===== config.mk =====
export PLATFORM = sky130hd
export DESIGN_NAME = arb_config
export DESIGN_NICKNAME = d
export VERILOG_FILES = /design/src/logic/mem_pkg.sv /design/src/logic/arb_config.sv
export SDC_FILE = /design/constraint.sdc
export NUM_CORES = 1
export LEC_CHECK = 0
export BUFFER_PORTS_ARGS = -buffer_cell sky130_fd_sc_hd__buf_2
export CORE_MARGIN = 2
export CORE_UTILIZATION = 42
export CTS_CLUSTER_SIZE = 20
export DETAILED_ROUTE_END_ITERATION = 10
export PLACE_DENSITY = 0.72
export SYNTH_ARGS = -nofsm -noshare
export SYNTH_HDL_FRONTEND = slang
export SYNTH_SLANG_ARGS = --single-unit

===== constraint.sdc =====
create_clock -name clock -period 1.8 [get_ports clock]
set_input_delay 0.18 -clock clock [delete_from_list [all_inputs] [get_ports clock]]
set_output_delay 0.18 -clock clock [all_outputs]
set_load 0.05 [all_outputs]

===== src/logic/mem_pkg.sv =====
package mem_pkg;

  // Word address and data word on the memory bus
  typedef logic [31:0] addr_t;
  typedef logic [31:0] data_t;

  // Beats in a read minus one, so 1 to 4 beats
  typedef logic [1:0] burst_len_t;

  // Arbitration policy
  typedef enum logic {
    arb_fixed,       // Client 0 always wins a tie
    arb_round_robin  // Loser of the last grant wins a tie
  } arb_mode_t;

  // Configuration register index
  typedef logic [1:0] cfg_addr_t;

  localparam cfg_addr_t cfg_mode_reg   = 2'd0;
  localparam cfg_addr_t cfg_count0_reg = 2'd1;
  localparam cfg_addr_t cfg_count1_reg = 2'd2;

  // Grant counter
  typedef logic [15:0] count_t;

endpackage


===== src/logic/arb_config.sv =====
`timescale 1ns/1ps

module arb_config (
  input  logic                clock,
  input  logic                rst,
  input  logic                cfg_wr,
  input  mem_pkg::cfg_addr_t  cfg_addr,
  input  mem_pkg::data_t      cfg_wr_data,
  output mem_pkg::data_t      cfg_rd_data,
  input  logic                grant0,
  input  logic                grant1,
  output mem_pkg::arb_mode_t  mode
);

  mem_pkg::count_t count0;
  mem_pkg::count_t count1;

  always_ff @(posedge clock) begin
    if (rst) begin
      mode   <= mem_pkg::arb_fixed;
      count0 <= '0;
      count1 <= '0;
    end else begin
      if (cfg_wr && cfg_addr == mem_pkg::cfg_mode_reg) begin
        mode <= mem_pkg::arb_mode_t'(cfg_wr_data[0]);
      end
      // Counters stick at full scale
      if (grant0 && count0 != '1) count0 <= count0 + 1'b1;
      if (grant1 && count1 != '1) count1 <= count1 + 1'b1;
    end
  end

  always_comb begin
    case (cfg_addr)
      mem_pkg::cfg_mode_reg:   cfg_rd_data = mem_pkg::data_t'(mode);
      mem_pkg::cfg_count0_reg: cfg_rd_data = mem_pkg::data_t'(count0);
      mem_pkg::cfg_count1_reg: cfg_rd_data = mem_pkg::data_t'(count1);
      default:                 cfg_rd_data = '0; // Unused index
    endcase
  end

endmodule


* Word level (Yosys, flattened, before mapping)
Index checks and enable logic that the tools add are counted.
** Word-level totals
- Register bits after elaboration :: 33
- Input bits :: 39
- Output and inout port bits :: 33
- Logic and storage cells :: 14
** Cells by class
- Add/subtract/negate cells :: 2
- Equality and inequality tests :: 4
- Mux-type cells :: 1
- Reductions and logical operators :: 4
** Operators by type and width (number)
- one-hot mux 16 bit (3 select lines) :: 1
- adder 16 x 1 -> 16 bit, second input constant :: 2
- inequality test 16 bit, second input constant :: 2
- logical AND 1 bit :: 3
- equality test 2 x 1 -> 1 bit, second input constant :: 1
- equality test 2 bit, second input constant :: 1
- zero test 2 bit :: 1

* Logic depth before layout (Yosys ltp)
- Depth in word-level cells :: 2
- Gate-level depth with buffers :: 5
- Mapped depth without buffers :: 5

* Least setup slack after synthesis
No wires, ideal clock.
- Path type :: reg-to-output
- Start :: register mode
- End :: output cfg_rd_data[0]
- Data arrival time :: 1.859 ns
- Required time :: 1.620 ns
- Path slack :: -0.239 ns
- Stages on the path, launching flop included :: 3
- Cells stage by stage :: dfxtp_1 -> mux2i_1 -> o21ai_0
** On the way
- Word-level cells in the longest chain between the ends :: 1
** Ends and longest elaborated chain
- start, declared :: RTL line arb_config.sv:12 : output mem_pkg::arb_mode_t mode
- start signal, assigned :: RTL line arb_config.sv:20 : mode <= mem_pkg::arb_fixed;
- start signal, assigned :: RTL line arb_config.sv:25 : mode <= mem_pkg::arb_mode_t'(cfg_wr_data[0]);
- one-hot mux 16 bit (3 select lines) :: RTL line arb_config.sv:34 : case (cfg_addr)
- end, declared :: RTL line arb_config.sv:9 : output mem_pkg::data_t cfg_rd_data,
Every way passes these cells.

* Worst setup path in the final report
- Start :: register count1[1]
- End :: register count1[0]
** On the way
- Word-level cells in the longest chain between the ends :: 2
** Ends and longest elaborated chain
- start, declared :: RTL line arb_config.sv:16 : mem_pkg::count_t count1;
- start signal, assigned :: RTL line arb_config.sv:29 : if (grant1 && count1 != '1) count1 <= count1 + 1'b1;
- inequality test 16 bit :: RTL line arb_config.sv:29
- logical AND 1 bit :: RTL line arb_config.sv:29
Every way passes these cells.
A chain may end at the register's enable or synchronous reset.

==> metrics <==
Final #Nets 326; Routed wire per std cell approximately 14 um; Tcrit/Tclk final about 95%; Detail Placement HPWL 3470 um; DR vias/cell between 5 and 6; RSZ-0062 raised after global routing yes; level count of the clock H-tree 2; GPL Wtd Cong 0.863; TritonCTS clock tree built; total die area around 5400 um^2; number of detailed-route iterations in the first pass 4; post-synthesis instance area ~2000 um^2; maxcap violations 0; sequential fraction of the synthesis area about a third; Port-buffer cells 24; data required time of the worst path roughly 2.0 ns; actual transition at the worst max-transition pin approximately 0.55 ns; final count of negative-setup-slack endpoints 0; largest cells by area after synthesis sky130_fd_sc_hd__dfxtp_1 32%, sky130_fd_sc_hd__a22o_1 6.0%, sky130_fd_sc_hd__buf_4 5.9%; TNS Setup 0 ns; PwrDens roughly 650 nW/um^2; Die X-Extent 73.6 um; total via count after detailed routing a little under 2,000; number of inserted diodes 0; hold crit path type input port to flop; Initial DRC Count 167; highest-count cells in the layout ignoring fill and taps 32 x sky130_fd_sc_hd__dfxtp_1, 24 x sky130_fd_sc_hd__buf_2, 21 x sky130_fd_sc_hd__buf_4; pin count of the biggest net entering global routing 30; Synthesis Warnings 0; wire length of the first global-routing pass 7890 um; async set-or-reset flop fraction in the synthesized netlist 0%; Initial Util between 40 and 50%; Critical Path Start Type flop; CTS max path bufs 2; number of antenna-violating nets in the routed design 0; global routing usage summed across all routing layers roughly 18%; Post-synth EDFFs 0; wire length after detailed routing 4760 um; kind of end point of the critical path flop; share of final-layout standard cells stronger than drive strength 1 26.2%; WS Path Type flop to flop; Final Hold Violating Endpoints 0; area of the placeable core between 4000 and 5000 um^2; relative area change from synthesis to final layout 17.7%; I/O pin count 72; remaining global-route overflow 0; cell chosen for the clock root sky130_fd_sc_hd__clkbuf_8; Layout fillers 444; Synth top area share roughly a third; count of mapped cells out of synthesis between 200 and 250; Worst Skew 0.00394 ns; Setup WS post-layout ~0.095 ns; Std-Cell Rows 25; crit path time final around 1.7 ns; drc violations 0; Sinks on Clock Net 33; arrival time worst endpoint around 1.9 ns; via count of the first global-routing pass 1,768; Setup WS pre-CTS between 0.03 and 0.04 ns; total of flip-flops plus latches after synthesis 33; number of unique standard cell types used by synthesis between 40 and 50; peak fanout along the critical path 7; Die Ht 73.6 um; clock buffer count from CTS 5; remaining max-slew budget at the tightest pin a little over three fifths; Max Clock Freq between 500 and 600 MHz; total leakage power roughly 0.93 nW; max-slew violation total from the final report 0; worst skew pair latency slightly below 0.3 ns; number of antenna violations at the first check in global routing 0; peak ir drop on the vdd network 0.313 mV; most instantiated flip-flop cell in the synthesis netlist sky130_fd_sc_hd__dfxtp_1; status finished, final reports clean; CTS Hold Buffers Added 0; mean area per synthesized cell between 8 and 9 um^2; largest area contributor in the synthesized netlist sky130_fd_sc_hd__dfxtp_1; CTS clk-pin slew, worst paths 0.07 ns; most common cell after layout, fill and taps aside sky130_fd_sc_hd__dfxtp_1
-- cell usage after synthesis (3+ instances only) --
library cell               instances
sky130_fd_sc_hd__a211oi_1          3
sky130_fd_sc_hd__a21oi_1          20
sky130_fd_sc_hd__a22o_1           14
sky130_fd_sc_hd__and4_1            4
sky130_fd_sc_hd__buf_4            16
sky130_fd_sc_hd__clkbuf_1          8
sky130_fd_sc_hd__dfxtp_1          33
sky130_fd_sc_hd__inv_1             6
sky130_fd_sc_hd__mux2_2            3
sky130_fd_sc_hd__mux2i_1           4
sky130_fd_sc_hd__nand2_1          16
sky130_fd_sc_hd__nand2b_1          3
sky130_fd_sc_hd__nand3_1          11
sky130_fd_sc_hd__nand4_1          10
sky130_fd_sc_hd__nor2_1           15
sky130_fd_sc_hd__nor2b_1           6
sky130_fd_sc_hd__nor3_1           10
sky130_fd_sc_hd__nor4_1            3
sky130_fd_sc_hd__o21ai_0           7
sky130_fd_sc_hd__o31ai_1           9
sky130_fd_sc_hd__or3_1             7
sky130_fd_sc_hd__or4_1             8
-- critical path: stages (launching register included) --
cell,delay [ns]
sky130_fd_sc_hd__dfxtp_1,0.37
sky130_fd_sc_hd__ha_2,0.25
sky130_fd_sc_hd__nand4_1,0.18
sky130_fd_sc_hd__nor4_4,0.38
sky130_fd_sc_hd__nor2b_1,0.13
sky130_fd_sc_hd__mux2_2,0.29
-- metrics by stage --
step	hold WS (ns)	instance area (um^2)	instances	total power [mW]	utilization (%)
global route	0.168	2390	340	1.61	51.0
global placement	0.441	2260	332	0.937	48.1
finish	0.152	2390	340	1.55	51.0
detailed placement	0.452	2260	332	0.940	48.1
CTS	0.148	2360	340	1.56	50.3
floorplan	0.325	2090	260	0.935	-
-- flip-flops by register name, summed over array words and instances (netlist names) --
name / flops
count0: 16
count1: 16
mode: 1
-- routing by layer --
layer	vias up	share of wire [%]	track usage [%]	routed length, um
li1	974	-	-	-
met1	946	44	23.1	2070
met2	42	51	30.8	2430
met3	12	3.0	4.12	141
met4	0	2.3	7.47	111
met5	-	0	0	0
-- cell type report --
cell class / instances / area, um^2 / area share (%)
clock buffer: 7 / 96.3 / 4.03
multi-input combinational: 194 / 1260 / 52.7
inverter: 6 / 22.5 / 0.941
clock inverter: 1 / 5.00 / 0.209
tap: 54 / 67.6 / 2.82
sequential: 33 / 662 / 27.7
timing repair buffer: 45 / 278 / 11.6
-- final timing paths --
path,from,end,slack (ns),cells past startpoint
max reg2reg,count1[1],count1[0],0.1,5
min,cfg_wr_data[0],mode,0.15,3
max,count1[1],count1[0],0.1,5
min reg2reg,mode,mode,0.47,2
-- cells by family after synthesis --
family	synth area share, %
buffers and inverters	9.85
AND/OR/NAND/NOR	30.5
other	0.184
XOR/XNOR	1.72
AO/OA/AOI/OAI	20.4
adder cells (fa/ha/maj)	1.23
flip-flops	32.5
multiplexers	3.63
-- where the power goes --
part	switching, mW	total (mW)	internal (mW)
Clock	0.273	0.619	0.346
Combinational	0.137	0.177	0.0399
Sequential	0.00931	0.749	0.740
-- what timing repair did --
| action | CTS | global route |
|---|---|---|
| setup endpoints to repair | 0 | 27 |
| endpoints found under the hold margin | 0 | 0 |
| gates resized for setup | 0 | 10 |
| setup buffers | 0 | 0 |
(Power assumes the default switching activity.)
