**src/logic/mem_pkg.sv**
```systemverilog
package mem_pkg;

  // Word address and data word on the memory bus
  typedef logic [31:0] addr_t;
  typedef logic [31:0] data_t;

  // Beats in a read minus one, so 1 to 4 beats
  typedef logic [1:0] burst_len_t;

  // Arbitration policy
  typedef enum logic {
    arb_fixed,       // Client 0 always wins a tie
    arb_round_robin  // Loser of the last grant wins a tie
  } arb_mode_t;

  // Configuration register index
  typedef logic [1:0] cfg_addr_t;

  localparam cfg_addr_t cfg_mode_reg   = 2'd0;
  localparam cfg_addr_t cfg_count0_reg = 2'd1;
  localparam cfg_addr_t cfg_count1_reg = 2'd2;

  // Grant counter
  typedef logic [15:0] count_t;

endpackage

```
**src/logic/mem_bus_if.sv**
```systemverilog
`timescale 1ns/1ps

interface mem_bus_if;

  mem_pkg::addr_t      addr;
  mem_pkg::burst_len_t burst_len;
  logic                rd;
  logic                wr;
  mem_pkg::data_t      wr_data;
  mem_pkg::data_t      rd_data;
  logic                rd_valid;
  logic                waitrequest;

  modport master (
    output addr, burst_len, rd, wr, wr_data,
    input  rd_data, rd_valid, waitrequest
  );

  modport slave (
    input  addr, burst_len, rd, wr, wr_data,
    output rd_data, rd_valid, waitrequest
  );

endinterface

```
**src/logic/mem_arb.sv**
```systemverilog
`timescale 1ns/1ps

module mem_arb (
  input  logic                 clock,
  input  logic                 rst,
  input  mem_pkg::arb_mode_t   mode,

  input  mem_pkg::addr_t       c0_addr,
  input  mem_pkg::burst_len_t  c0_burst_len,
  input  logic                 c0_rd,
  input  logic                 c0_wr,
  input  mem_pkg::data_t       c0_wr_data,
  output mem_pkg::data_t       c0_rd_data,
  output logic                 c0_rd_valid,
  output logic                 c0_waitrequest,

  input  mem_pkg::addr_t       c1_addr,
  input  mem_pkg::burst_len_t  c1_burst_len,
  input  logic                 c1_rd,
  input  logic                 c1_wr,
  input  mem_pkg::data_t       c1_wr_data,
  output mem_pkg::data_t       c1_rd_data,
  output logic                 c1_rd_valid,
  output logic                 c1_waitrequest,

  mem_bus_if.master            m,

  output logic                 grant0,
  output logic                 grant1
);

  typedef enum logic {
    idle,
    read_burst
  } state_t;

  state_t              state;
  logic                lock_client;  // Owner of the read burst
  mem_pkg::burst_len_t lock_len;
  mem_pkg::burst_len_t beat_cnt;
  logic                last_winner;

  logic req0;
  logic req1;
  logic pick;
  logic accept;

  assign req0 = c0_rd | c0_wr;
  assign req1 = c1_rd | c1_wr;

  always_comb begin
    if (req0 && req1) begin
      if (mode == mem_pkg::arb_round_robin) pick = ~last_winner;
      else pick = 1'b0;
    end else begin
      pick = req1;
    end
  end

  // Winner goes straight through while idle
  assign m.addr      = pick ? c1_addr      : c0_addr;
  assign m.burst_len = pick ? c1_burst_len : c0_burst_len;
  assign m.wr_data   = pick ? c1_wr_data   : c0_wr_data;
  assign m.rd        = (state == idle) && (pick ? c1_rd : c0_rd);
  assign m.wr        = (state == idle) && (pick ? c1_wr : c0_wr);

  assign c0_waitrequest = (state != idle) || pick || m.waitrequest;
  assign c1_waitrequest = (state != idle) || !pick || m.waitrequest;

  assign accept = (m.rd || m.wr) && !m.waitrequest;
  assign grant0 = accept && !pick;
  assign grant1 = accept && pick;

  // Read returns only reach the lock owner
  assign c0_rd_valid = m.rd_valid && (state == read_burst) && !lock_client;
  assign c1_rd_valid = m.rd_valid && (state == read_burst) && lock_client;
  assign c0_rd_data  = c0_rd_valid ? m.rd_data : '0;
  assign c1_rd_data  = c1_rd_valid ? m.rd_data : '0;

  always_ff @(posedge clock) begin
    if (rst) begin
      state       <= idle;
      lock_client <= 1'b0;
      lock_len    <= '0;
      beat_cnt    <= '0;
      last_winner <= 1'b1;  // Client 0 takes the first tie
    end else begin
      case (state)
        idle: begin
          if (accept) begin
            last_winner <= pick;
            if (m.rd) begin
              state       <= read_burst;
              lock_client <= pick;
              lock_len    <= m.burst_len;
              beat_cnt    <= '0;
            end
          end
        end
        read_burst: begin
          if (m.rd_valid) begin
            if (beat_cnt == lock_len) state <= idle;
            else beat_cnt <= beat_cnt + 1'b1;
          end
        end
        default: state <= idle;
      endcase
    end
  end

endmodule

```
**src/flat_wrapper.sv**
```systemverilog
// flat-port wrapper written by rule: the top's interface ports become plain ports
module mem_arb_flat 
  (clock, rst, mode, c0_addr, c0_burst_len, c0_rd, c0_wr, c0_wr_data, c0_rd_data, c0_rd_valid, c0_waitrequest, c1_addr, c1_burst_len, c1_rd, c1_wr, c1_wr_data, c1_rd_data, c1_rd_valid, c1_waitrequest, grant0, grant1, m_addr, m_burst_len, m_rd, m_wr, m_wr_data, m_rd_data, m_rd_valid, m_waitrequest);
  mem_bus_if m_i ();
  input  logic clock;
  input  logic rst;
  input  mem_pkg::arb_mode_t mode;
  input  mem_pkg::addr_t c0_addr;
  input  mem_pkg::burst_len_t c0_burst_len;
  input  logic c0_rd;
  input  logic c0_wr;
  input  mem_pkg::data_t c0_wr_data;
  output mem_pkg::data_t c0_rd_data;
  output logic c0_rd_valid;
  output logic c0_waitrequest;
  input  mem_pkg::addr_t c1_addr;
  input  mem_pkg::burst_len_t c1_burst_len;
  input  logic c1_rd;
  input  logic c1_wr;
  input  mem_pkg::data_t c1_wr_data;
  output mem_pkg::data_t c1_rd_data;
  output logic c1_rd_valid;
  output logic c1_waitrequest;
  output logic grant0;
  output logic grant1;
  output wire logic [$bits(m_i.addr)-1:0] m_addr;
  output wire logic [$bits(m_i.burst_len)-1:0] m_burst_len;
  output wire logic [$bits(m_i.rd)-1:0] m_rd;
  output wire logic [$bits(m_i.wr)-1:0] m_wr;
  output wire logic [$bits(m_i.wr_data)-1:0] m_wr_data;
  input wire logic [$bits(m_i.rd_data)-1:0] m_rd_data;
  input wire logic [$bits(m_i.rd_valid)-1:0] m_rd_valid;
  input wire logic [$bits(m_i.waitrequest)-1:0] m_waitrequest;
  assign m_addr = m_i.addr;
  assign m_burst_len = m_i.burst_len;
  assign m_rd = m_i.rd;
  assign m_wr = m_i.wr;
  assign m_wr_data = m_i.wr_data;
  assign m_i.rd_data = m_rd_data;
  assign m_i.rd_valid = m_rd_valid;
  assign m_i.waitrequest = m_waitrequest;
  mem_arb u_core (.clock(clock), .rst(rst), .mode(mode), .c0_addr(c0_addr), .c0_burst_len(c0_burst_len), .c0_rd(c0_rd), .c0_wr(c0_wr), .c0_wr_data(c0_wr_data), .c0_rd_data(c0_rd_data), .c0_rd_valid(c0_rd_valid), .c0_waitrequest(c0_waitrequest), .c1_addr(c1_addr), .c1_burst_len(c1_burst_len), .c1_rd(c1_rd), .c1_wr(c1_wr), .c1_wr_data(c1_wr_data), .c1_rd_data(c1_rd_data), .c1_rd_valid(c1_rd_valid), .c1_waitrequest(c1_waitrequest), .m(m_i), .grant0(grant0), .grant1(grant1));
endmodule
```
**config.mk**
```make
export PLATFORM = sky130hd
export DESIGN_NAME = mem_arb_flat
export DESIGN_NICKNAME = d
export VERILOG_FILES = /design/src/logic/mem_pkg.sv /design/src/logic/mem_bus_if.sv /design/src/logic/mem_arb.sv /design/src/flat_wrapper.sv
export SDC_FILE = /design/constraint.sdc
export NUM_CORES = 1
export LEC_CHECK = 0
export ABC_AREA = 1
export BUFFER_PORTS_ARGS = -buffer_cell sky130_fd_sc_hd__buf_4
export CAP_MARGIN = 20
export CORE_AREA = 2 2 120 122
export CTS_CLUSTER_DIAMETER = 80
export DETAILED_ROUTE_END_ITERATION = 8
export DIE_AREA = 0 0 122 124
export MAX_ROUTING_LAYER = met4
export PLACE_DENSITY = 0.56
export SYNTH_ARGS = -nofsm -noshare
export SYNTH_HDL_FRONTEND = slang
export SYNTH_SLANG_ARGS = --single-unit
```
**constraint.sdc**
```tcl
create_clock -name clock -period 2 [get_ports clock]
set_input_delay 0.6 -clock clock [delete_from_list [all_inputs] [get_ports clock]]
set_output_delay 0.6 -clock clock [all_outputs]
set_load 0.02 [all_outputs]
```
Yosys cells after proc, flatten, opt, wreduce, memory -nomap -nowiden
Cells that the tools add are included.

Register bits: 7. Input bits: 173. Output and inout bits: 138. Word-level logic and storage cells: 54.

Add/sub/neg operators: 1. Equal/unequal tests: 5. Multiplexer cells: 19. Bitwise gates (word level): 4. Reduce and logical (&&, ||, !) cells: 20.

Operators by type and width (count): $mux 32 (4); $mux 2 (5); $logic_and 1x1->1 (9); $mux 1 (8); $logic_or 1x1->1 (5); $ne 2x1->1 const B (2); $ne 2x2->1 const B (2); $pmux 2 s2 (1); $reduce_and 4->1 (1); $logic_not 1->1 (3); $reduce_and 3->1 (1); $add 2x1->2 const B (1); $eq 2x2->1 (1); $not 1->1 (2); $or 1x1->1 (2); $pmux 1 s2 (1); $reduce_and 2->1 (1).

Longest topological paths before layout
Gate-level depths: netlist of the first run.

Depth after elaboration: 9. Mapped depth: 10. Depth with buffers taken out: 10.

Worst setup path after synthesis of the first run
OpenSTA, ideal clock, no wires.

Kind: input -> output. From: input port c0_rd. To: output port grant0. Arrival time: 1666 ps. Required time: 1400 ps. Path slack: -266 ps. Stages: 9. Buffers on the path: 0. Cells stage by stage: inv_1 nand2_1 nand2_2 nand2_4 nor2_1 nand2_1 nand2_1 nand2_1 a21oi_1.

Cells in the longest elaborated chain, start to end: 8. Elaborated cells between the ends (all ways): 11. Classes of those cells: 3 x mux; 1 x bitwise; 7 x reduce/logical.

RTL lines: start: declaration (line flat_wrapper.sv:10) `input logic c0_rd;`; $or 1x1->1 (line mem_arb.sv:48) `assign req0 = c0_rd | c0_wr;`; $logic_and 1x1->1 (line mem_arb.sv:52) `if (req0 && req1) begin`; $mux 1 (line mem_arb.sv:52); $mux 1 (line mem_arb.sv:65) `assign m.wr = (state == idle) && (pick ? c1_wr : c0_wr);`; $logic_and 1x1->1 (line mem_arb.sv:65); named net m_wr (line flat_wrapper.sv:29) `output wire logic [$bits(m_i.wr)-1:0] m_wr;`; $logic_or 1x1->1 (line mem_arb.sv:70) `assign accept = (m.rd || m.wr) && !m.waitrequest;`; $logic_and 1x1->1 (line mem_arb.sv:70); $logic_and 1x1->1 (line mem_arb.sv:71) `assign grant0 = accept && !pick;`; end: declaration (line flat_wrapper.sv:24) `output logic grant0;`.

The timed path passes the listed nets, and every way through them passes these cells.

Worst setup path in the final report of the first run
From: input port c1_rd. To: output port grant0.

Cells in the longest elaborated chain, start to end: 8. Elaborated cells between the ends (all ways): 11. Classes of those cells: 3 x mux; 1 x bitwise; 7 x reduce/logical.

RTL lines: start: declaration (line flat_wrapper.sv:18) `input logic c1_rd;`; $or 1x1->1 (line mem_arb.sv:49) `assign req1 = c1_rd | c1_wr;`; $logic_and 1x1->1 (line mem_arb.sv:52); $mux 1 (line mem_arb.sv:52); $mux 1, on equally long branches (line mem_arb.sv:64, mem_arb.sv:65); $logic_and 1x1->1, on equally long branches (line mem_arb.sv:64, mem_arb.sv:65); $logic_or 1x1->1 (line mem_arb.sv:70); $logic_and 1x1->1 (line mem_arb.sv:70); $logic_and 1x1->1 (*) (line mem_arb.sv:71).

Mark *: on every way between the ends. The rest lies on a longest branch, timed or not.

==> flow_summary.json, run 1 <==
{
  "fin_util_pct": 45.6,
  "die_w_um": 122,
  "dp_hpwl_um": 10700,
  "cp_max_fo": 7,
  "grt_overflow": 0,
  "place.gp.congestion": 0.786,
  "fin_skew_ps": 4.88,
  "ys_seq_area_share_pct": 8.27,
  "cp.required_ps": 1400,
  "insertion_delay_ps": 230,
  "grt_pass1_vias": 3370,
  "finalSetupViolCount": 72,
  "multi_input_area_sq_um": 2310,
  "crit_type": "in -> out",
  "clkTransAtPathRegs_ps": 30,
  "setup_slack_ps": -287,
  "vias_per_cell": 3.91,
  "ant_nets": 0,
  "cp_data_arrival_time_ps": 1690,
  "slew_viol_final": 0,
  "finalNetCount": 903,
  "pin_count": 311,
  "cap_violations": 0,
  "clock_tree.root_cell": "clkbuf_16",
  "ys_types": 18,
  "p_per_area_nw_per_um2": 386,
  "final_layout_size_suffix_gt1_share_pct": 76.0,
  "vias": 3560,
  "cts_buffer_depth": 2,
  "total_power_uw": 2420,
  "worstSetupEndpointType": "primary output",
  "hold_slack_ps": 487,
  "area_delta_synth_final_pct": 269,
  "slew_headroom_pct": 82.2,
  "rows": 43,
  "crit_path_start_kind": "input port",
  "max_freq_mhz": 437,
  "yosys_warnings": 0,
  "synthesis.instances": 383,
  "drtIter0Drc": 82,
  "min_period_ps": 2290,
  "dr.pass1.iters": 4,
  "antenna_found_initial": 1,
  "initial_core_util_pct": 12.4,
  "coreArea_sq_um": 13700,
  "ir_drop_uv": 291,
  "final_area_sq_um": 6260,
  "track_usage_pct": 15.7,
  "syn_area_per_cell_sq_um": 4.43,
  "syn_area_sq_um": 1700,
  "die_h_um": 124,
  "wl_um": 13100,
  "dp_cells": 888,
  "h-tree-depth": 1,
  "drc": 0,
  "wire_per_inst_um": 14.4,
  "final_cells": 910,
  "grt_pass1_wl_um": 17900,
  "nFillCells": 1420,
  "grt_max_degree": 33,
  "worst_pin_slew_ps": 267,
  "outcome": "finished, violations left",
  "dieArea_sq_um": 15100,
  "final_hold_viol_count": 0,
  "grt_setup_unrepaired": "true",
  "hold_path.class": "reg -> reg",
  "violations": "negative setup slack",
  "ys_seq_elements": 7,
  "place_area_sq_um": 5090,
  "tritoncts": "built",
  "p_leak_uw": 0.00358,
  "fin_crit_sh_pct": 114,
  "clock_sinks": 7,
  "seqCellArea_sq_um": 141,
  "syn_nets": 556,
  "numCtsBuffers": 3,
  "io_buffers": 310
}
-- path summary, 6_finish.rpt --
path | start | endpoint | slack (ps) | depth (start not counted)
max reg2reg | u_core.last_winner | u_core.beat_cnt[1] | 560 | 11
max | c1_rd | grant0 | -290 | 9
min reg2reg | u_core.last_winner | u_core.last_winner | 490 | 2
min | u_core.last_winner | u_core.last_winner | 490 | 2
-- routing by layer --
metal	vias to the layer above	part of all wire, %	GRT usage (%)
met2	184	56	30.5
met4	0	0.26	1.72
met3	2	7.7	2.93
met5	-	0	-
li1	1806	-	-
met1	1568	36	17.1
-- report_power, final --
part           internal (uW)  leakage, uW  switching (uW)
registers                152    0.0000579            10.6
logic                    981      0.00349             935
clock network            265    0.0000382            75.4
total                   1400      0.00358            1020
-- kinds of logic after synthesis --
group                  Yosys count  synth area share, %
AO/OA/AOI/OAI                   11                 3.25
XOR/XNOR                         3                 1.55
flip-flops                       7                 8.27
buffers and inverters           66                 18.7
AND/OR/NAND/NOR                296                 68.2
-- registers in the layout (all words and copies together), names as in the netlist --
| name | count |
|---|---|
| u_core.lock_client | 1 |
| u_core.last_winner | 1 |
| u_core.lock_len | 2 |
| u_core.state | 1 |
| u_core.beat_cnt | 2 |
-- placed cells by master, fill, tap and decap left out, drive strengths merged --
cell type	instances
inv	48
o21ai	4
diode	1
nand4	1
buf	356
nor2	74
xnor2	3
dfxtp	7
nand2	212
a21oi	7
or2	1
clkbuf	7
nand3	8
bufbuf	1
-- final cells by class --
type                       instances  area share [%]
tap                              180            3.60
multi-input combinational        310            36.8
clock buffer                       4            1.26
timing repair inverter             2           0.200
sequential                         7            2.26
antenna                            1          0.0400
inverter                          46            3.20
timing repair buffer             360            52.6
-- stage by stage --
| step | setup WS [ps] | TNS [ps] |
|---|---|---|
| after CTS | -308 | -17670 |
| after global routing | -336 | -20000 |
| after global placement | -369 | -28480 |
| final | -287 | -17040 |
| after floorplan | -52.5 | -4360 |
| after detailed placement | -362 | -28440 |
-- synthesized netlist by cell type --
library cell / n / area (sq um)
nand2_1: 209 / 785
nor2_1: 73 / 274
inv_1: 43 / 161
buf_2: 8 / 40.0
nand3_1: 8 / 40.0
a21oi_1: 7 / 35.0
dfxtp_1: 7 / 140
buf_4: 6 / 45.0
buf_6: 5 / 56.3
o21ai_0: 4 / 20.0
inv_2: 3 / 11.3
xnor2_1: 3 / 26.3
nand2_2: 2 / 12.5
clkbuf_1: 1 / 3.75
nand2_4: 1 / 11.3
nand4_4: 1 / 21.3
nor2_2: 1 / 6.26
or2_1: 1 / 6.26
-- critical path, cell delays in order --
cell and delay, ps:
buf_6 90, or2_4 260, nand2_8 110, buf_4 120
nand3_2 70, nand2_4 80, nand2_2 70, a21oi_4 130
buf_6 130
-- what timing repair did --
item,CTS,global route
endpoints found under the setup margin,136,93
setup buffers,7,3
hold buffers,0,0
pin swaps,17,16
gates resized for setup,148,85
cloned,5,3
No activity file was read; power rests on OpenSTA's default activity.
==> run 2: changes to the inputs <==
PLACE_DENSITY = 0.49   (was 0.56)
==> run 2 against run 1 <==
Effect of this change: the flow still finishes with violations (negative setup slack); final cell count decreased by 1.8%; combinational power down 14%; routed wire length shrank 4.7%; first-iteration DRC count rose by 33%; register-to-register slack worse by 310 ps; sequential share of layout area grew 0.25 points; flip-flop and latch count is the same; clock power grew 1%; via count fell by 1.5%; non-clock buffer count shrank 14; power down 11%; critical path type unchanged; largest power group unchanged.
==> flow_summary.json, run 2 (synthesized netlist as in run 1, its figures left out) <==
{
  "die_h_um": 124,
  "clkTransAtPathRegs_ps": 30,
  "grt_pass1_vias": 3318,
  "crit_family": "buffers and inverters",
  "wire_per_inst_um": 13.9,
  "wl_um": 12500,
  "violations": "negative setup slack",
  "power.internal_uw": 1220,
  "power.share.clock_pct": 16.0,
  "layout_commonest_cell": "buf_4",
  "crit_slowest_cell": "or2_4",
  "grt_setup_unrepaired": "true",
  "slew_headroom_pct": 80.6,
  "met1_usage_pct": 15.9,
  "p_per_area_nw_per_um2": 380,
  "antenna_found_initial": 0,
  "switching_share_pct": 43.5,
  "hold_path.class": "reg -> reg",
  "total_power_uw": 2160,
  "vias_per_cell": 3.92,
  "ant_nets": 0,
  "insertion_delay_ps": 230,
  "finalNetCount": 888,
  "busiest_layer": "met2",
  "clock_sinks": 7,
  "hold_slack_ps": 506,
  "ir_drop_uv": 231,
  "use_met3_pct": 2.52,
  "cp-startpoint": "c1_wr",
  "place_ws_ps": -313,
  "slew_viol_final": 0,
  "clock_tree.root_cell": "clkbuf_16",
  "crit_chain": "buf_6 -> or2_4 -> nand2_8 -> buf_12 -> clkbuf_16 -> nand2_2 -> nand2_2 -> buf_6",
  "final_hold_viol_count": 0,
  "area_delta_synth_final_pct": 236,
  "nFillCells": 1398,
  "p_switching_uw": 942,
  "cp.depth": 8,
  "worst_pin_slew_ps": 291,
  "drc": 0,
  "rows": 43,
  "hold_depth": 2,
  "seq_power_share_pct": 7.7,
  "grt_max_degree": 33,
  "initial_core_util_pct": 12.4,
  "grt_pass1_wl_um": 16500,
  "tritoncts": "built",
  "reg2reg_setup_slack_ps": 250,
  "hold_buffers": 0,
  "grt_use_met2_pct": 26.5,
  "final_cells": 894,
  "dr.pass1.iters": 6,
  "die_w_um": 122,
  "fin_crit_sh_pct": 112,
  "diodes": 0,
  "worstSetupEndpointType": "primary output",
  "finalSetupViolCount": 72,
  "coreArea_sq_um": 13700,
  "cp-endpoint": "m_addr[24]",
  "pwr-share-comb_pct": 76.3,
  "io_buffers": 310,
  "layout_common_cells": "buf_4 (290), nand2_1 (77), nand2_4 (76)",
  "cp.required_ps": 1400,
  "rr_endpoint": "u_core.last_winner",
  "cts_buffer_depth": 2,
  "final_layout_size_suffix_gt1_share_pct": 73.2,
  "setup_slack_ps": -241,
  "crit_path_start_kind": "input port",
  "pin_count": 311,
  "numCtsBuffers": 3,
  "fin_skew_ps": 8.65,
  "max_freq_mhz": 446,
  "dp_cells": 873,
  "slowest_delay_ps": 270,
  "r2r_start": "u_core.last_winner",
  "vias": 3505,
  "h-tree-depth": 1,
  "p_leak_uw": 0.00331,
  "reg_top3": "u_core.beat_cnt (2), u_core.lock_len (2)",
  "cp_max_fo": 7,
  "outcome": "finished, violations left",
  "r2r_cells": 15,
  "grt_overflow": 0,
  "place.gp.congestion": 0.814,
  "critical_path_buf_inv_count": 4,
  "crit_type": "in -> out",
  "min_period_ps": 2240,
  "track_usage_pct": 14.2,
  "cap_violations": 0,
  "dp_hpwl_um": 9870,
  "cp_data_arrival_time_ps": 1640,
  "tns_ps": -15120,
  "dieArea_sq_um": 15100,
  "drtIter0Drc": 109
}
-- run 2: cell count changes in the layout (fill, tap and decap cells not counted), moves of 9 or more --
cell | before | now
nand2_4 | 115 | 76
buf_6 | 79 | 43
nand2_1 | 43 | 77
buf_4 | 261 | 290
nor2_1 | 66 | 51
nor2_2 | 5 | 15
buf_12 | 14 | 5
-- run 2: final cells by class --
| type | count | area (sq um) | area share [%] |
|---|---|---|---|
| repair buffers | 346 | 2940 | 51.6 |
| inverters | 46 | 210 | 3.69 |
| flip-flops and latches | 7 | 143 | 2.50 |
| repair inverters | 1 | 11.3 | 0.198 |
| multi-input cells | 310 | 2090 | 36.7 |
| well taps | 180 | 225 | 3.95 |
| clock buffers | 4 | 78.8 | 1.38 |
-- run 2: stage by stage --
| stage | util [%] | area (sq um) |
|---|---|---|
| 2_1_floorplan | - | 2350 |
| 3_3_place_gp | 35.8 | 4910 |
| 3_5_place_dp | 35.8 | 4910 |
| 4_1_cts | 39.1 | 5360 |
| 5_1_grt | 41.5 | 5700 |
| 6_report | 41.5 | 5700 |
-- run 2: what timing repair did --
action | 4_1_cts | 5_1_grt
gates resized for setup | 64 | 82
endpoints found under the setup margin | 136 | 137
cloned | 2 | 3
pin swaps | 4 | 24
buffers inserted | 10 | 3
-- run 2: routing by layer --
metal,share of wire (%),wire length (um)
met1,36,4470
met4,0.60,75
met3,9.1,1140
met2,54,6770
met5,0,0
-- run 2: worst min path at each step --
stage                     slack, ps                from            endpoint
after global routing            550  u_core.last_winner  u_core.last_winner
after CTS                       490  u_core.last_winner  u_core.last_winner
after global placement          470  u_core.last_winner  u_core.last_winner
after detailed placement        480  u_core.last_winner  u_core.last_winner
final                           510  u_core.lock_len[0]  u_core.lock_len[0]
after floorplan                 460  u_core.last_winner  u_core.last_winner
-- run 2: worst reg2reg max path, cell delays in order, from the launching register on --
cell and delay [ps]:
dfxtp_1 300, inv_1 50, nand2_1 80, nand2_4 110, nand2_8 110, nor2_4 130, buf_6 110, inv_4 30
nor2_4 90, inv_2 50, buf_6 100, buf_4 110, buf_4 120, buf_4 120, buf_4 120, nand3_2 60
-- run 2: power groups by stage --
stage / sequential, uW / clock, uW / combinational (uW)
after floorplan: 162 / 0 / 766
after global placement: 165 / 0 / 1420
after detailed placement: 165 / 0 / 1430
after CTS: 164 / 344 / 1580
after global routing: 168 / 357 / 1760
final: 166 / 346 / 1650
==> run 3: changes to the inputs <==
ABC_AREA = not set   (was 1)
==> run 3 against run 2 <==
Effect of this change: the run still ends with negative setup slack left; clock skew down 6.5 ps; die area unchanged; sequential share of layout area down 0.22 points; clock-buffer cell count unchanged; first-iteration DRC count down 35%; worst hold slack better by 27 ps; utilization up 3.9 points; sequential power down 2%; final cell count down 3.2%; flip-flop and latch count unchanged.
==> flow_summary.json, run 3 <==
{
  "outcome": "finished, violations left",
  "violations": "negative setup slack",
  "p_per_area_nw_per_um2": 360,
  "hold_buffers": 0,
  "synth_edf_count": 0,
  "min_period_ps": 2250,
  "finalSetupViolCount": 72,
  "crit_path_start_kind": "input port",
  "vias": 3530,
  "initial_core_util_pct": 12.5,
  "seqCellArea_sq_um": 143,
  "hold_path.class": "reg -> reg",
  "place.gp.congestion": 0.771,
  "clkTransAtPathRegs_ps": 30,
  "dieArea_sq_um": 15100,
  "die_h_um": 124,
  "grt_pass1_wl_um": 17900,
  "layout_commonest_cell": "buf_4",
  "final_layout_size_suffix_gt1_share_pct": 79.6,
  "crit_type": "in -> out",
  "drc": 0,
  "coreArea_sq_um": 13700,
  "tritoncts": "built",
  "final_hold_viol_count": 0,
  "netlist_top_cells_count": "nand2_1 (204), and2_1 (65), buf_2 (10)",
  "ys_types": 31,
  "total_power_uw": 2240,
  "layout_common_cells": "buf_4 (235), buf_6 (99), nand2_2 (77)",
  "r2r_cells": 7,
  "fin_util_pct": 45.5,
  "slew_viol_final": 0,
  "clock_tree.root_cell": "clkbuf_16",
  "worst_pin_slew_ps": 303,
  "rows": 43,
  "cp_data_arrival_time_ps": 1650,
  "pin_count": 311,
  "setup_slack_ps": -251,
  "dr.pass1.iters": 4,
  "synthArstFlopShare_pct": 0,
  "reg_top3": "u_core.beat_cnt (2), u_core.lock_len (2)",
  "synth_top_cell_by_area": "nand2_1",
  "fin_skew_ps": 2.11,
  "cp.required_ps": 1400,
  "yosysMostFrequentCell": "nand2_1",
  "wl_um": 13600,
  "worstSetupEndpointType": "primary output",
  "grt_setup_unrepaired": "true",
  "place_ws_ps": -315,
  "h-tree-depth": 1,
  "ys_seq_elements": 7,
  "ys_seq_area_share_pct": 8.19,
  "grt_max_degree": 34,
  "antenna_found_initial": 0,
  "nFillCells": 1346,
  "grt_overflow": 0,
  "drtIter0Drc": 71,
  "diodes": 0,
  "wire_per_inst_um": 15.8,
  "met1_usage_pct": 16.7,
  "cts_buffer_depth": 2,
  "grt_use_met2_pct": 29.6,
  "grt_pass1_vias": 3440,
  "vias_per_cell": 4.08,
  "use_met3_pct": 2.52,
  "numCtsBuffers": 3,
  "multi_input_area_sq_um": 2210,
  "io_buffers": 310,
  "die_w_um": 122,
  "slew_headroom_pct": 79.6,
  "clock_sinks": 7,
  "final_area_sq_um": 6240,
  "synth_flop_cell": "dfxtp_1",
  "syn_area_per_cell_sq_um": 5.05,
  "place_area_sq_um": 4590,
  "syn_area_sq_um": 1710,
  "max_freq_mhz": 444,
  "cap_violations": 0,
  "busiest_layer": "met2",
  "dp_hpwl_um": 8900,
  "finalNetCount": 859,
  "ant_nets": 0,
  "synthesis.instances": 339,
  "cp_max_fo": 6,
  "syn_nets": 512,
  "track_usage_pct": 15.5,
  "synth_area_leaders": "nand2_1 (45%), and2_1 (24%), dfxtp_1 (8.2%), buf_2 (2.9%), a21oi_1 (2.3%)",
  "insertion_delay_ps": 230,
  "p_leak_uw": 0.00342,
  "yosysTopAreaCellShare_pct": 44.7,
  "hold_depth": 2,
  "yosys_warnings": 0,
  "ir_drop_uv": 283,
  "area_delta_synth_final_pct": 264,
  "fin_crit_sh_pct": 113
}
==> run 3: cell count changes in the layout (fill, tap and decap cells not counted), moves of 15 or more <==
cell,delta
nand2_4,-20
nand2_2,+19
buf_4,-55
buf_6,+56
and2_4,+26
nor2_1,-49
inv_1,-39
nor2_2,-15
and2_1,+39
==> run 3: final cells by class <==
| type | instances | share of cell area, % |
|---|---|---|
| Timing Repair Buffer | 364 | 57.3 |
| Multi-Input combinational cell | 309 | 35.5 |
| Tap cell | 180 | 3.61 |
| Sequential cell | 7 | 2.29 |
| Clock buffer | 4 | 1.26 |
| Inverter | 1 | 0.0602 |
==> run 3: kinds of logic after synthesis <==
family	synth area share, %
muxes	1.39
AOI/OAI and AO/OA	7.97
DFF	8.19
and+or+nand+nor	74.8
buffers and inverters	6.65
xor gates and xnor gates	1.02
==> run 3: what timing repair did <==
| action | CTS | global route |
|---|---|---|
| resized for setup | 168 | 116 |
| endpoints found under the setup margin | 111 | 115 |
| setup buffers | 10 | 4 |
| cloned | 10 | 7 |
| pin swaps | 26 | 64 |
==> run 3: path summary, 6_finish.rpt <==
check	from	slack, ps	to
worst max-delay path	mode	-250	m_wr_data[7]
worst min-delay path	u_core.lock_len[1]	530	u_core.lock_len[1]
worst max register to register	u_core.last_winner	480	u_core.beat_cnt[0]
worst min register to register	u_core.lock_len[1]	530	u_core.lock_len[1]
==> run 3: through the flow <==
step	hold slack [ps]	cells	TNS, ps
finish	533	865	-15210
global route	585	865	-18840
CTS	543	854	-15470
detailed placement	526	831	-20110
global placement	521	831	-17550
floorplan	492	339	-2140
==> run 3: per-layer routing <==
layer	up-vias	routed length, um
met5	-	0
met4	0	174
met3	14	795
met2	147	7630
met1	1626	5050
li1	1743	-
==> run 3: critical path, stage by stage <==
cell       delay (ps)
buf_8             100
nor2b_4           130
o22a_4            250
buf_12            160
clkbuf_16         170
nand2_4            60
nand2_2            50
buf_6             120
==> run 3: where the power goes <==
part | total [uW] | leakage (uW) | switching, uW | internal (uW)
clock | 340 | 0.0000382 | 74.7 | 265
sequential | 162 | 0.0000582 | 11.1 | 150
combinational | 1740 | 0.00332 | 808 | 934
total | 2240 | 0.00342 | 894 | 1350
